[src/ocpi_config.svh]
// widths and limits shared by the container RTL and its testbench, pulled in with `include
`ifndef OCPI_CONFIG_SVH
`define OCPI_CONFIG_SVH

// data word carried on the memory and stream ports
`define OCPI_DATA_W 32

// memory word address
`define OCPI_ADDR_W 14

// transfer length and burst length fields
`define OCPI_LEN_W 12

// largest read burst issued by the source, in words
`define OCPI_BURST_MAX 8

// stream buffer entries, a power of two
`define OCPI_FIFO_DEPTH 16

// control register address
`define OCPI_CTRL_ADDR_W 4

`endif

[src/ocpi_ctrl_pkg.sv]
// control-plane types for the WCI register target, imported by the target and the container
`include "ocpi_config.svh"

package ocpi_ctrl_pkg;

  // WCI master command, OCP encoding
  typedef enum logic [2:0] {
    wci_cmd_idle  = 3'd0,
    wci_cmd_write = 3'd1,
    wci_cmd_read  = 3'd2
  } wci_cmd_e;

  // WCI slave response, OCP encoding
  typedef enum logic [1:0] {
    wci_resp_null = 2'd0,
    wci_resp_dva  = 2'd1,
    wci_resp_err  = 2'd3
  } wci_resp_e;

  // register map of the control target
  typedef enum logic [`OCPI_CTRL_ADDR_W-1:0] {
    reg_src_base = 'd0,
    reg_dst_base = 'd1,
    reg_length   = 'd2,
    reg_control  = 'd3,
    reg_status   = 'd4
  } wci_reg_e;

endpackage

[src/ocpi_data_pkg.sv]
// data-plane types for the message and stream ports, imported by the workers and the container
package ocpi_data_pkg;

  // OCP command on message and stream ports
  typedef enum logic [2:0] {
    ocp_cmd_idle  = 3'd0,
    ocp_cmd_write = 3'd1,
    ocp_cmd_read  = 3'd2
  } ocp_cmd_e;

  // read response from memory
  typedef enum logic [1:0] {
    ocp_resp_null = 2'd0,
    ocp_resp_dva  = 2'd1
  } ocp_resp_e;

  typedef enum logic [1:0] {
    src_idle    = 2'd0,
    src_request = 2'd1,
    src_receive = 2'd2
  } source_state_e;

  typedef enum logic {
    snk_idle = 1'b0,
    snk_run  = 1'b1
  } sink_state_e;

endpackage

[src/wci_target.sv]
// control register target that sets up a copy, issues start and reports progress
`include "ocpi_config.svh"

module wci_target import ocpi_ctrl_pkg::*; (
  input  logic                         CLK,
  input  logic                         rst_n,
  input  wci_cmd_e                     wci_mcmd,
  input  logic [`OCPI_CTRL_ADDR_W-1:0] wci_maddr,
  input  logic [`OCPI_DATA_W-1:0]      wci_mdata,
  output wci_resp_e                    wci_sresp,
  output logic [`OCPI_DATA_W-1:0]      wci_sdata,
  input  logic [`OCPI_LEN_W-1:0]       word_count,
  input  logic                         done,
  output logic                         start,
  output logic [`OCPI_ADDR_W-1:0]      src_base,
  output logic [`OCPI_LEN_W-1:0]       length,
  output logic [`OCPI_ADDR_W-1:0]      dst_base
);

  logic                    busy;
  logic                    running;
  logic                    is_write;
  logic                    is_read;
  logic                    ok;
  logic                    go;
  logic [`OCPI_DATA_W-1:0] rd_data;
  logic [`OCPI_DATA_W-1:0] status_word;

  assign is_write = (wci_mcmd == wci_cmd_write);
  assign is_read  = (wci_mcmd == wci_cmd_read);
  // start already issued but busy not yet set
  assign running  = busy | start;

  // status: count in the low bits, done at 16, busy at 17
  always_comb begin
    status_word = '0;
    status_word[`OCPI_LEN_W-1:0] = word_count;
    status_word[16] = done;
    status_word[17] = running;
  end

  // address decode and error check
  always_comb begin
    ok      = 1'b1;
    go      = 1'b0;
    rd_data = '0;
    case (wci_maddr)
      reg_src_base: rd_data[`OCPI_ADDR_W-1:0] = src_base;
      reg_dst_base: rd_data[`OCPI_ADDR_W-1:0] = dst_base;
      reg_length: begin
        rd_data[`OCPI_LEN_W-1:0] = length;
        if (is_write && wci_mdata[`OCPI_LEN_W-1:0] == '0) begin
          ok = 1'b0;
        end
      end
      reg_control: begin
        rd_data[0] = running;
        if (is_write) begin
          if (running) begin
            ok = 1'b0;
          end else begin
            go = wci_mdata[0];
          end
        end
      end
      reg_status: begin
        rd_data = status_word;
        // status is read only
        if (is_write) begin
          ok = 1'b0;
        end
      end
      default: ok = 1'b0;
    endcase
  end

  always_ff @(posedge CLK or negedge rst_n) begin
    if (!rst_n) begin
      wci_sresp <= wci_resp_null;
      wci_sdata <= '0;
      start     <= 1'b0;
      busy      <= 1'b0;
      src_base  <= '0;
      dst_base  <= '0;
      length    <= `OCPI_LEN_W'(1);
    end else begin
      start     <= 1'b0;
      wci_sresp <= wci_resp_null;
      if (start) begin
        busy <= 1'b1;
      end else if (done) begin
        busy <= 1'b0;
      end
      if (wci_mcmd != wci_cmd_idle) begin
        wci_sresp <= ok ? wci_resp_dva : wci_resp_err;
        if (is_read) begin
          wci_sdata <= rd_data;
        end
        if (is_write && ok) begin
          case (wci_maddr)
            reg_src_base: src_base <= wci_mdata[`OCPI_ADDR_W-1:0];
            reg_dst_base: dst_base <= wci_mdata[`OCPI_ADDR_W-1:0];
            reg_length:   length   <= wci_mdata[`OCPI_LEN_W-1:0];
            reg_control:  start    <= go;
            default: ;
          endcase
        end
      end
    end
  end

  // one transfer at a time
  a_start_idle: assert property (@(posedge CLK) disable iff (!rst_n) start |-> !busy);

  // the sink drops its done flag as the new transfer begins
  a_done_clears: assert property (@(posedge CLK) disable iff (!rst_n)
    start |=> busy && !done);

endmodule

[src/wmi_source.sv]
// memory read adapter: fetches a transfer in bursts and streams each word into the FIFO
`include "ocpi_config.svh"

module wmi_source import ocpi_data_pkg::*; (
  input  logic                    CLK,
  input  logic                    rst_n,
  input  logic                    start,
  input  logic [`OCPI_ADDR_W-1:0] src_base,
  input  logic [`OCPI_LEN_W-1:0]  length,
  output ocp_cmd_e                wmi0_mcmd,
  output logic [`OCPI_ADDR_W-1:0] wmi0_maddr,
  output logic [`OCPI_LEN_W-1:0]  wmi0_mburst_length,
  input  ocp_resp_e               wmi0_sresp,
  input  logic [`OCPI_DATA_W-1:0] wmi0_sdata,
  input  logic                    wmi0_sresp_last,
  input  logic                    wmi0_sthread_busy,
  output ocp_cmd_e                in_mcmd,
  output logic [`OCPI_DATA_W-1:0] in_mdata,
  output logic                    in_mreq_last,
  input  logic                    in_sthread_busy
);

  source_state_e           state;
  logic [`OCPI_ADDR_W-1:0] rd_addr;
  logic [`OCPI_LEN_W-1:0]  req_left;
  logic [`OCPI_LEN_W-1:0]  rx_left;
  logic [`OCPI_LEN_W-1:0]  burst_len;
  logic                    req_go;
  logic                    req_taken;
  logic                    word_in;

  assign burst_len = (req_left > `OCPI_LEN_W'(`OCPI_BURST_MAX)) ?
                     `OCPI_LEN_W'(`OCPI_BURST_MAX) : req_left;

  // FIFO only drains while we wait here, so once raised the request stays up
  assign req_go    = (state == src_request) && !in_sthread_busy;
  assign req_taken = req_go && !wmi0_sthread_busy;
  assign word_in   = (state == src_receive) && (wmi0_sresp == ocp_resp_dva);

  assign wmi0_mcmd          = req_go ? ocp_cmd_read : ocp_cmd_idle;
  assign wmi0_maddr         = rd_addr;
  assign wmi0_mburst_length = burst_len;

  // returned words go straight onto the stream
  assign in_mcmd      = word_in ? ocp_cmd_write : ocp_cmd_idle;
  assign in_mdata     = wmi0_sdata;
  assign in_mreq_last = word_in && (rx_left == `OCPI_LEN_W'(1));

  always_ff @(posedge CLK or negedge rst_n) begin
    if (!rst_n) begin
      state    <= src_idle;
      rd_addr  <= '0;
      req_left <= '0;
      rx_left  <= '0;
    end else begin
      case (state)
        src_idle: begin
          if (start) begin
            rd_addr  <= src_base;
            req_left <= length;
            rx_left  <= length;
            state    <= src_request;
          end
        end
        src_request: begin
          if (req_taken) begin
            rd_addr  <= rd_addr + `OCPI_ADDR_W'(burst_len);
            req_left <= req_left - burst_len;
            state    <= src_receive;
          end
        end
        src_receive: begin
          if (word_in) begin
            rx_left <= rx_left - `OCPI_LEN_W'(1);
            if (rx_left == `OCPI_LEN_W'(1)) begin
              state <= src_idle;
            end else if (wmi0_sresp_last) begin
              state <= src_request;
            end
          end
        end
        default: state <= src_idle;
      endcase
    end
  end

  // memory must stay quiet until a burst has been requested
  a_no_stray_dva: assert property (@(posedge CLK) disable iff (!rst_n)
    (state == src_idle) |-> (wmi0_sresp != ocp_resp_dva));

endmodule

[src/stream_fifo.sv]
// stream buffer between the two adapters, signalling thread-busy when a full burst no longer fits
`include "ocpi_config.svh"

module stream_fifo import ocpi_data_pkg::*; (
  input  logic                    CLK,
  input  logic                    rst_n,
  input  ocp_cmd_e                in_mcmd,
  input  logic [`OCPI_DATA_W-1:0] in_mdata,
  input  logic                    in_mreq_last,
  output logic                    in_sthread_busy,
  output ocp_cmd_e                out_mcmd,
  output logic [`OCPI_DATA_W-1:0] out_mdata,
  output logic                    out_mreq_last,
  input  logic                    out_sthread_busy
);

  localparam int DEPTH = `OCPI_FIFO_DEPTH;
  localparam int PTR_W = $clog2(DEPTH);
  localparam int CNT_W = $clog2(DEPTH + 1);

  // each entry keeps the last marker above the data
  logic [`OCPI_DATA_W:0] mem [DEPTH];
  logic [PTR_W-1:0]      wr_ptr;
  logic [PTR_W-1:0]      rd_ptr;
  logic [CNT_W-1:0]      count;
  logic                  push;
  logic                  pop;

  assign push = (in_mcmd == ocp_cmd_write);
  assign pop  = (out_mcmd == ocp_cmd_write) && !out_sthread_busy;

  assign out_mcmd      = (count != '0) ? ocp_cmd_write : ocp_cmd_idle;
  assign out_mdata     = mem[rd_ptr][`OCPI_DATA_W-1:0];
  assign out_mreq_last = mem[rd_ptr][`OCPI_DATA_W];

  // busy whenever a whole burst would not fit
  assign in_sthread_busy = (CNT_W'(DEPTH) - count) < CNT_W'(`OCPI_BURST_MAX);

  always_ff @(posedge CLK) begin
    if (push) begin
      mem[wr_ptr] <= {in_mreq_last, in_mdata};
    end
  end

  always_ff @(posedge CLK or negedge rst_n) begin
    if (!rst_n) begin
      wr_ptr <= '0;
      rd_ptr <= '0;
      count  <= '0;
    end else begin
      if (push) begin
        wr_ptr <= wr_ptr + 1'b1;
      end
      if (pop) begin
        rd_ptr <= rd_ptr + 1'b1;
      end
      if (push && !pop) begin
        count <= count + 1'b1;
      end else if (pop && !push) begin
        count <= count - 1'b1;
      end
    end
  end

  a_no_overflow: assert property (@(posedge CLK) disable iff (!rst_n)
    push |-> (count != CNT_W'(DEPTH)));

endmodule

[src/wmi_sink.sv]
// memory write adapter: writes each streamed word to consecutive addresses and flags completion
`include "ocpi_config.svh"

module wmi_sink import ocpi_data_pkg::*; (
  input  logic                    CLK,
  input  logic                    rst_n,
  input  logic                    start,
  input  logic [`OCPI_ADDR_W-1:0] dst_base,
  input  ocp_cmd_e                out_mcmd,
  input  logic [`OCPI_DATA_W-1:0] out_mdata,
  input  logic                    out_mreq_last,
  output logic                    out_sthread_busy,
  output ocp_cmd_e                wmi1_mcmd,
  output logic [`OCPI_ADDR_W-1:0] wmi1_maddr,
  output logic [`OCPI_DATA_W-1:0] wmi1_mdata,
  input  logic                    wmi1_sthread_busy,
  output logic [`OCPI_LEN_W-1:0]  word_count,
  output logic                    done
);

  sink_state_e             state;
  logic                    wr_valid;
  logic [`OCPI_DATA_W-1:0] wr_data;
  logic                    wr_last;
  logic                    take;
  logic                    written;

  // one word held at a time
  assign out_sthread_busy = (state != snk_run) || wr_valid;
  assign take    = (out_mcmd == ocp_cmd_write) && !out_sthread_busy;
  assign written = wr_valid && !wmi1_sthread_busy;

  assign wmi1_mcmd  = wr_valid ? ocp_cmd_write : ocp_cmd_idle;
  assign wmi1_maddr = dst_base + `OCPI_ADDR_W'(word_count);
  assign wmi1_mdata = wr_data;

  always_ff @(posedge CLK) begin
    if (take) begin
      wr_data <= out_mdata;
      wr_last <= out_mreq_last;
    end
  end

  always_ff @(posedge CLK or negedge rst_n) begin
    if (!rst_n) begin
      state      <= snk_idle;
      wr_valid   <= 1'b0;
      word_count <= '0;
      done       <= 1'b0;
    end else begin
      if (take) begin
        wr_valid <= 1'b1;
      end else if (written) begin
        wr_valid <= 1'b0;
      end
      case (state)
        snk_idle: begin
          if (start) begin
            word_count <= '0;
            done       <= 1'b0;
            state      <= snk_run;
          end
        end
        snk_run: begin
          if (written) begin
            word_count <= word_count + 1'b1;
            if (wr_last) begin
              done  <= 1'b1;
              state <= snk_idle;
            end
          end
        end
        default: state <= snk_idle;
      endcase
    end
  end

  // stalled write keeps its word and address
  a_hold_write: assert property (@(posedge CLK) disable iff (!rst_n)
    (wmi1_mcmd == ocp_cmd_write) && wmi1_sthread_busy |=>
      (wmi1_mcmd == ocp_cmd_write) && $stable(wmi1_mdata) && $stable(wmi1_maddr));

endmodule

[src/ocpi_container.sv]
// container top: control target plus read adapter, stream FIFO and write adapter in a chain
`include "ocpi_config.svh"

module ocpi_container import ocpi_ctrl_pkg::*, ocpi_data_pkg::*; (
  input  logic                         CLK,
  input  logic                         rst_n,
  input  wci_cmd_e                     wci_mcmd,
  input  logic [`OCPI_CTRL_ADDR_W-1:0] wci_maddr,
  input  logic [`OCPI_DATA_W-1:0]      wci_mdata,
  output wci_resp_e                    wci_sresp,
  output logic [`OCPI_DATA_W-1:0]      wci_sdata,
  output ocp_cmd_e                     wmi0_mcmd,
  output logic [`OCPI_ADDR_W-1:0]      wmi0_maddr,
  output logic [`OCPI_LEN_W-1:0]       wmi0_mburst_length,
  input  ocp_resp_e                    wmi0_sresp,
  input  logic [`OCPI_DATA_W-1:0]      wmi0_sdata,
  input  logic                         wmi0_sresp_last,
  input  logic                         wmi0_sthread_busy,
  output ocp_cmd_e                     wmi1_mcmd,
  output logic [`OCPI_ADDR_W-1:0]      wmi1_maddr,
  output logic [`OCPI_DATA_W-1:0]      wmi1_mdata,
  input  logic                         wmi1_sthread_busy
);

  // control to workers
  logic                    start;
  logic [`OCPI_ADDR_W-1:0] src_base;
  logic [`OCPI_LEN_W-1:0]  length;
  logic [`OCPI_ADDR_W-1:0] dst_base;
  logic [`OCPI_LEN_W-1:0]  word_count;
  logic                    done;

  // source to FIFO
  ocp_cmd_e                in_mcmd;
  logic [`OCPI_DATA_W-1:0] in_mdata;
  logic                    in_mreq_last;
  logic                    in_sthread_busy;

  // FIFO to sink
  ocp_cmd_e                out_mcmd;
  logic [`OCPI_DATA_W-1:0] out_mdata;
  logic                    out_mreq_last;
  logic                    out_sthread_busy;

  wci_target wci_target_i (
    .CLK        (CLK),
    .rst_n      (rst_n),
    .wci_mcmd   (wci_mcmd),
    .wci_maddr  (wci_maddr),
    .wci_mdata  (wci_mdata),
    .wci_sresp  (wci_sresp),
    .wci_sdata  (wci_sdata),
    .word_count (word_count),
    .done       (done),
    .start      (start),
    .src_base   (src_base),
    .length     (length),
    .dst_base   (dst_base)
  );

  wmi_source wmi_source_i (
    .CLK                (CLK),
    .rst_n              (rst_n),
    .start              (start),
    .src_base           (src_base),
    .length             (length),
    .wmi0_mcmd          (wmi0_mcmd),
    .wmi0_maddr         (wmi0_maddr),
    .wmi0_mburst_length (wmi0_mburst_length),
    .wmi0_sresp         (wmi0_sresp),
    .wmi0_sdata         (wmi0_sdata),
    .wmi0_sresp_last    (wmi0_sresp_last),
    .wmi0_sthread_busy  (wmi0_sthread_busy),
    .in_mcmd            (in_mcmd),
    .in_mdata           (in_mdata),
    .in_mreq_last       (in_mreq_last),
    .in_sthread_busy    (in_sthread_busy)
  );

  stream_fifo stream_fifo_i (
    .CLK              (CLK),
    .rst_n            (rst_n),
    .in_mcmd          (in_mcmd),
    .in_mdata         (in_mdata),
    .in_mreq_last     (in_mreq_last),
    .in_sthread_busy  (in_sthread_busy),
    .out_mcmd         (out_mcmd),
    .out_mdata        (out_mdata),
    .out_mreq_last    (out_mreq_last),
    .out_sthread_busy (out_sthread_busy)
  );

  wmi_sink wmi_sink_i (
    .CLK               (CLK),
    .rst_n             (rst_n),
    .start             (start),
    .dst_base          (dst_base),
    .out_mcmd          (out_mcmd),
    .out_mdata         (out_mdata),
    .out_mreq_last     (out_mreq_last),
    .out_sthread_busy  (out_sthread_busy),
    .wmi1_mcmd         (wmi1_mcmd),
    .wmi1_maddr        (wmi1_maddr),
    .wmi1_mdata        (wmi1_mdata),
    .wmi1_sthread_busy (wmi1_sthread_busy),
    .word_count        (word_count),
    .done              (done)
  );

endmodule

[config.mk]
export PLATFORM = sky130hd
export DESIGN_NAME = ocpi_container
export DESIGN_NICKNAME = d
export VERILOG_FILES = /design/src/ocpi_ctrl_pkg.sv /design/src/ocpi_data_pkg.sv /design/src/wci_target.sv /design/src/wmi_source.sv /design/src/stream_fifo.sv /design/src/wmi_sink.sv /design/src/ocpi_container.sv
export VERILOG_INCLUDE_DIRS = /design/src
export SDC_FILE = /design/constraint.sdc
export NUM_CORES = 1
export LEC_CHECK = 0
export BUFFER_PORTS_ARGS = -buffer_cell sky130_fd_sc_hd__buf_2
export CORE_MARGIN = 2
export CORE_UTILIZATION = 35
export DETAILED_ROUTE_END_ITERATION = 16
export GPL_TIMING_DRIVEN = 0
export PLACE_DENSITY_LB_ADDON = 0.12
export SYNTH_ARGS = -nofsm -noshare
export SYNTH_HDL_FRONTEND = slang
export SYNTH_HIERARCHICAL = 1
export SYNTH_SLANG_ARGS = --single-unit
[constraint.sdc]
create_clock -name CLK -period 6.85 [get_ports CLK]
set_clock_uncertainty 0.2 [all_clocks]
set_input_delay 1.0275 -clock CLK [delete_from_list [all_inputs] [get_ports CLK]]
set_output_delay 1.0275 -clock CLK [all_outputs]
set_load 0.1 [all_outputs]
-- After elaboration in Yosys (flattened, before gate mapping)
Memories as Yosys holds them, arrays and structs flattened. A register that Yosys moved wholly into a read port is not among the register bits.
Cells that the tools add are included.
- input bits: 78
- latch bits: 0
- output and inout port bits: 112
- bits in writable memories: 528
- ROM bits: 0
- memories kept: 1
- logic and storage cells: 143
- flip-flop bits (word level): 144
- multiply operators: 0
- reductions and logical operators: 37
- mux-type cells: 54
- magnitude comparators: 2
- div/mod/pow operators: 0
- equal/unequal tests: 19
- bitwise logic cells: 2
- shift-type cells: 0
- add/subtract/negate cells: 10
- memory list (memory ; depth ; width ; read ports ; clocked after Yosys merged registers in ; wr ports ; line ; RTL):
    stream_fifo_i.mem ; 16 ; 33 ; 1 ; 1 ; 1 ; stream_fifo.sv:22 ; logic [`OCPI_DATA_W:0] mem [DEPTH];
- operators with widths (kind ; number):
    12-bit two-way mux ; 6
    12-bit case mux with 2 select lines ; 3
    11-bit case mux with 4 select lines ; 1
    14-bit by 12-bit adder with 14-bit output ; 2
    14-bit two-way mux ; 2
    14-bit case mux with 2 select lines ; 1
    1-bit two-way mux ; 24
    3-bit AND reduction ; 6
    2-bit two-way mux ; 8
    12-bit by 1-bit adder with 12-bit output, second input constant ; 1
    12-bit by 1-bit == test with 1-bit output, second input constant ; 1
    12-bit by 4-bit > comparator with 1-bit output, second input constant ; 1
    12-bit zero test ; 1
    12-bit by 1-bit subtractor with 12-bit output, second input constant ; 1
    12-bit subtractor ; 1
    1-bit logical AND ; 10
    5-bit two-way mux ; 2
    2-bit nonzero test ; 5
    4-bit by 1-bit adder with 4-bit output, second input constant ; 2
    4-bit by 2-bit == test with 1-bit output, second input constant ; 2
    2-bit inequality test, second input constant ; 4
    1-bit zero test ; 6
    2-bit case mux with 3 select lines ; 1
    5-bit by 1-bit adder with 5-bit output, second input constant ; 1
    27 further kinds ; 32

-- Longest topological paths before layout
- word-level depth: 8
- gate-level depth with buffers: 12
- gate-level depth less buffers: 11

-- Modules after synthesis
The synthesis kept the hierarchy.
- modules (own cells, without submodules) (module ; cells each ; seq. area each (sq um) ; area an instance (sq um) ; instances):
    stream_fifo ; 906 ; 16180.5 ; 20663.6 ; 1
    wmi_source ; 408 ; 1001.0 ; 3325.7 ; 1
    wci_target ; 221 ; 1502.7 ; 2881.5 ; 1
    wmi_sink ; 209 ; 1366.3 ; 2476.1 ; 1

-- Worst setup path before layout
OpenSTA, ideal clock, no wires.
- kind: flip-flop to flip-flop
- start: register stream_fifo_i.count[0]
- end: register wmi_sink_i.wr_data[0], in the netlist wmi_sink_i/wmi1_mdata[0] (read register of stream_fifo_i.mem) (enable)
- slack: 1900 ps
- buffers on the path: 0
- setup time: 521 ps
- required time: 6129 ps
- period minus slack after synthesis: 4950 ps
- cell stages (with the launch flop): 5
- data arrival time: 4229 ps
- cell sequence: dfrtp_1 > nor4_1 > ha_1 > inv_1 > nor4b_1
- longest elaborated chain between the ends: 4
- ends and longest elaborated chain (item ; line ; RTL):
    start, declared ; stream_fifo.sv:25 ; logic [CNT_W-1:0] count;
    start signal, assigned ; stream_fifo.sv:58 ; count <= count + 1'b1;
    start signal, assigned ; stream_fifo.sv:60 ; count <= count - 1'b1;
    5-bit nonzero test ; stream_fifo.sv:32 ; assign out_mcmd = (count != '0) ? ocp_cmd_write : ocp_cmd_idle;
    1-bit two-way mux ; stream_fifo.sv:32 ;
    net out_mcmd[0] ; ocpi_container.sv:40 ; ocp_cmd_e out_mcmd;
    1-bit == test ; wmi_sink.sv:30 ; assign take = (out_mcmd == ocp_cmd_write) && !out_sthread_busy;
    1-bit logical AND ; wmi_sink.sv:30 ;
    net wmi_sink_i.take ; wmi_sink.sv:25 ; logic take;
    end, declared ; wmi_sink.sv:23 ; logic [`OCPI_DATA_W-1:0] wr_data;
The timed path passes the listed nets, and every way through them passes these cells.
A chain may end at the register's enable or synchronous reset.

-- Final worst setup path
- start: register wmi_sink_i.word_count[0]
- end: output port wmi1_maddr[10]
- longest elaborated chain between the ends: 1
- ends and longest elaborated chain (item ; line ; RTL):
    start, declared ; wmi_sink.sv:17 ; output logic [`OCPI_LEN_W-1:0] word_count,
    start signal, assigned ; wmi_sink.sv:66 ; word_count <= word_count + 1'b1;
    14-bit by 12-bit adder with 14-bit output ; wmi_sink.sv:34 ; assign wmi1_maddr = dst_base + `OCPI_ADDR_W'(word_count);
    end, declared ; ocpi_container.sv:20 ; output logic [`OCPI_ADDR_W-1:0] wmi1_maddr,
Every way passes these cells.

==> impl_metrics.csv <==
group,metric,value,unit
setup_path,crit-reg2reg-capture,"stream_fifo_i/mem[0][25]$_DFFE_PP_",
logic_synthesis,netlist_area,0.0293,sq mm
placed_design,routability_congestion,0.824,
routing,drt_pass1_iterations,5,
global_route,overflow,0,
power_and_ir_drop,internal_power,8.69,mW
routing,drt_antenna_net_count,0,
logic_synthesis,postSynthCellCount,1744,
logic_synthesis,async_flop_share,18.6,%
sta,worst_pin_slew,1.07,ns
setup_path,crit-reg2reg-launch,"wmi_source_i/state[1]$_DFFE_PN0P_",
setup_path,timing.critical_path.slowest_cell_delay,0.51,ns
routing,routed-via-count,16492,
setup_path,crit_type,"flop to output port",
cts,cts.sink_count,689,
floorplanning,fp.coreArea,0.0833,sq mm
sta,worst_hold_slack,0.141,ns
sta,worst_slew_margin_rel,28.8,%
logic_synthesis,synth_most_common_cell,"sky130_fd_sc_hd__edfxtp_1",
setup_path,worstSetupStartpointType,"flop",
global_route,via_count_of_the_first_global_routing_pass,16850,
final_layout,flow.area_growth_from_synthesis,16.7,%
cts,cts_post_setup_buffers_inserted,0,
cts,cts.htree.levels,3,
sta,min_period,4.42,ns
final_layout,final_nets,2111,
logic_synthesis,seq_area_frac_synth,68.3,%
power_and_ir_drop,proportion_of_total_power_due_to_net_switching,36.1,%
global_route,antenna_violations_before_repair,4,
setup_path,cp-startpoint,"wmi_sink_i/word_count[0]$_DFFE_PN0P_",
floorplanning,pin_count,190,
setup_path,timing.critical_path.fanout_max,6,
logic_synthesis,average_cell_area_after_synthesis,16.8,sq um
logic_synthesis,postSynthRegisterBits,689,
routing,first_iter_violations,928,
cts,tritoncts_clock_tree,"built",
cts,cts_inserted_buffers,79,
setup_path,timing.critical_path.buf_inv,2,
global_route,grt_use_total,17.7,%
setup_path,r2r_setup_slack,3.05,ns
setup_path,timing.critical_path.to_type,"output port",
cts,root_buffer,"sky130_fd_sc_hd__clkbuf_16",
worst_hold_path,hp-class,"input pin to asynchronous set/reset pin",
cts,clkLatencyLatePin,0.62,ns
global_route,grt_pass1_wl,112000,microns
run_status,outcome,"complete, no violations",
setup_path,reg2regPathDepth,8,
placed_design,hpwl,49800,microns
setup_path,cp.required,5.62,ns
sta,timing.final.setup_violations,0,
power_and_ir_drop,power.leakage,12.2,nW
power_and_ir_drop,power-per-cell-area,397,mW/mm^2
floorplanning,dieArea,0.0862,sq mm
sta,fmax,0.226,GHz
routing,detail_route.vias_per_cell,5.27,
final_layout,fillCellCount,7579,
sta,slew_viol_final,0,
cts,clk_transition_reported_paths,0.06,ns
logic_synthesis,synth_top_flop_cell,"sky130_fd_sc_hd__edfxtp_1",
routing,finalWirelength,76100,microns
power_and_ir_drop,net-switching-power,4.91,mW
logic_synthesis,number_of_warning_messages_in_the_yosys_log,6,
setup_path,path_delay_family,"adder cells",
final_layout,post_route_cells_drive_above_1_share,27.6,%
logic_synthesis,main_area_contributors_after_synthesis,"sky130_fd_sc_hd__edfxtp_1 57%, sky130_fd_sc_hd__dfrtp_1 11%, sky130_fd_sc_hd__mux4_2 9.9%",
power_and_ir_drop,power.combinational.fraction,33.1,%
global_route,pin_count_of_the_biggest_net_entering_global_routing,85,
power_and_ir_drop,power_frac_clock,29.2,%
setup_path,crit_chain,"ha_1, inv_1, fa_1, nor2b_1, o2111ai_1, a21oi_1, o22ai_1, xnor2_1, buf_2",
cts,clk_path_buf_depth,3,
flow_run,max_cap_violations,0,
power_and_ir_drop,share_seq_of_total_power,37.6,%
sta,hold_viol,0,
routing,post-route-drc-count,0,
sta,postLayoutSetupSlackWorst,2.43,ns
cts,post_cts_hold_buffer_count,0,
setup_path,worstSetupPathDepth,9,
placed_design,buffer_ports.inserted,107,
setup_path,cpMaxStageDelayCell,"sky130_fd_sc_hd__dfrtp_1",
placed_design,dp_slack,2.58,ns
cts,cts-resized-gates,0,
logic_synthesis,synth_area_leader_cell,"sky130_fd_sc_hd__edfxtp_1",
sta,min_period_over_period,64.6,%
sta,grt_setup_unrepaired,"no",
power_and_ir_drop,vdd_drop_max,0.273,mV
setup_path,worst-endpoint-arrival,3.20,ns
logic_synthesis,synth_commonest_cells,"561 x sky130_fd_sc_hd__edfxtp_1, 129 x sky130_fd_sc_hd__mux4_2, 127 x sky130_fd_sc_hd__dfrtp_1",
logic_synthesis,synth_edf_count,561,
logic_synthesis,area_share_of_the_largest_cell_type_after_synthesis,57.4,%
floorplanning,dieHeight,294,microns
floorplanning,core.rowCount,106,
floorplanning,floorplan.initialDensity,35.2,%
setup_path,endpoint,"wmi1_maddr[10]",
floorplanning,die_x,294,microns
logic_synthesis,synth.lib_cells_used.distinct,91,
routing,wl_per_cell,24.3,microns
==> power by group through the flow <==
stage	Combinational (mW)	Clock (mW)	Sequential [mW]
2_1_floorplan	2.86	0	5.65
5_1_grt	4.85	4.25	5.15
6_report	4.51	3.98	5.12
3_3_place_gp	4.49	0	5.20
4_1_cts	4.56	4.09	5.12
3_5_place_dp	4.54	0	5.20
==> worst min path at each step <==
stage,end,from,cells past startpoint
final,wmi_source_i/wmi0_maddr[12]$_DFFE_PN0P_,rst_n,1
after global routing,wmi_source_i/wmi0_maddr[12]$_DFFE_PN0P_,rst_n,1
after CTS,wmi_source_i/wmi0_maddr[9]$_DFFE_PN0P_,rst_n,1
after detailed placement,wmi_sink_i/state$_DFF_PN0_,wmi_sink_i/wr_last$_DFFE_PP_,1
after global placement,wmi_sink_i/state$_DFF_PN0_,wmi_sink_i/wr_last$_DFFE_PP_,1
after floorplan,wmi_sink_i/state$_DFF_PN0_,wmi_sink_i/wr_last$_DFFE_PP_,1
==> area by class of cell <==
type                       instances  area (sq um)  area share (%)
antenna                            1          2.50         0.00731
buffer                           152           983            2.87
clock buffer                      99          2100            6.14
clock inverter                    41           334           0.975
inverter                          28           105           0.307
multi-input combinational        911          8370            24.5
sequential                       689         20100            58.5
tap                             1080          1350            3.95
timing repair buffer             130           942            2.75
==> routing by layer <==
layer | GRT usage (%) | routed length (microns)
met2 | 29.0 | 36700
met1 | 24.1 | 34100
met4 | 5.15 | 1830
met5 | 0 | 30
met3 | 3.42 | 3540
==> layout by cell type, fill, tap and decap left out, drive strengths merged, types with 9 or more instances in the layout <==
| master | instances |
|---|---|
| o22ai | 12 |
| a221oi | 11 |
| a21o | 14 |
| edfxtp | 561 |
| nand2 | 105 |
| buf | 240 |
| clkinv | 33 |
| a22oi | 72 |
| a22o | 11 |
| nand3 | 25 |
| ha | 39 |
| inv | 33 |
| o21ai | 56 |
| mux2 | 41 |
| nor2 | 61 |
| dfrtp | 127 |
| xor2 | 9 |
| xnor2 | 22 |
| or3 | 13 |
| nor4 | 11 |
| mux4 | 132 |
| conb | 41 |
| clkbuf | 141 |
| a211oi | 12 |
| and2 | 20 |
| a21oi | 58 |
| nor3 | 17 |
==> stage by stage <==
stage | power, mW | std cells | TNS [ns] | util [%] | instance area (sq um)
final | 13.6 | 3131 | 0 | 41.1 | 34200
after global routing | 14.3 | 3131 | 0 | 41.1 | 34200
after CTS | 13.8 | 3130 | 0 | 41.1 | 34200
after detailed placement | 9.74 | 2990 | 0 | 38.2 | 31800
after global placement | 9.69 | 2967 | -88.73 | 37.7 | 31400
after floorplan | 8.51 | 1780 | 0 | - | 29500
==> cells by family after synthesis <==
family          after synthesis  share of synthesized area (%)
flops                       689                           68.3
simple gates                311                           5.78
compound gates              305                           7.06
mux                         180                           12.2
buf+inv                     180                           3.71
fa+ha+maj                    43                           1.90
xor+xnor                     31                          0.925
other cells                   5                         0.0640
==> state kept, by name (all words and copies together), names as in the netlist, 2 cells and up <==
name / flops
wci_target_i/wci_sresp: 2
wmi_source_i/req_left: 12
wmi_source_i/wmi0_maddr: 14
wci_target_i/dst_base: 14
wci_target_i/wci_sdata: 16
stream_fifo_i/wr_ptr: 4
stream_fifo_i/mem: 528
wci_target_i/src_base: 14
stream_fifo_i/rd_ptr: 4
wci_target_i/length: 12
wmi_source_i/rx_left: 12
wmi_sink_i/wmi1_mdata: 32
stream_fifo_i/count: 5
wmi_sink_i/word_count: 12
wmi_source_i/state: 2
(Power assumes the default switching activity.)
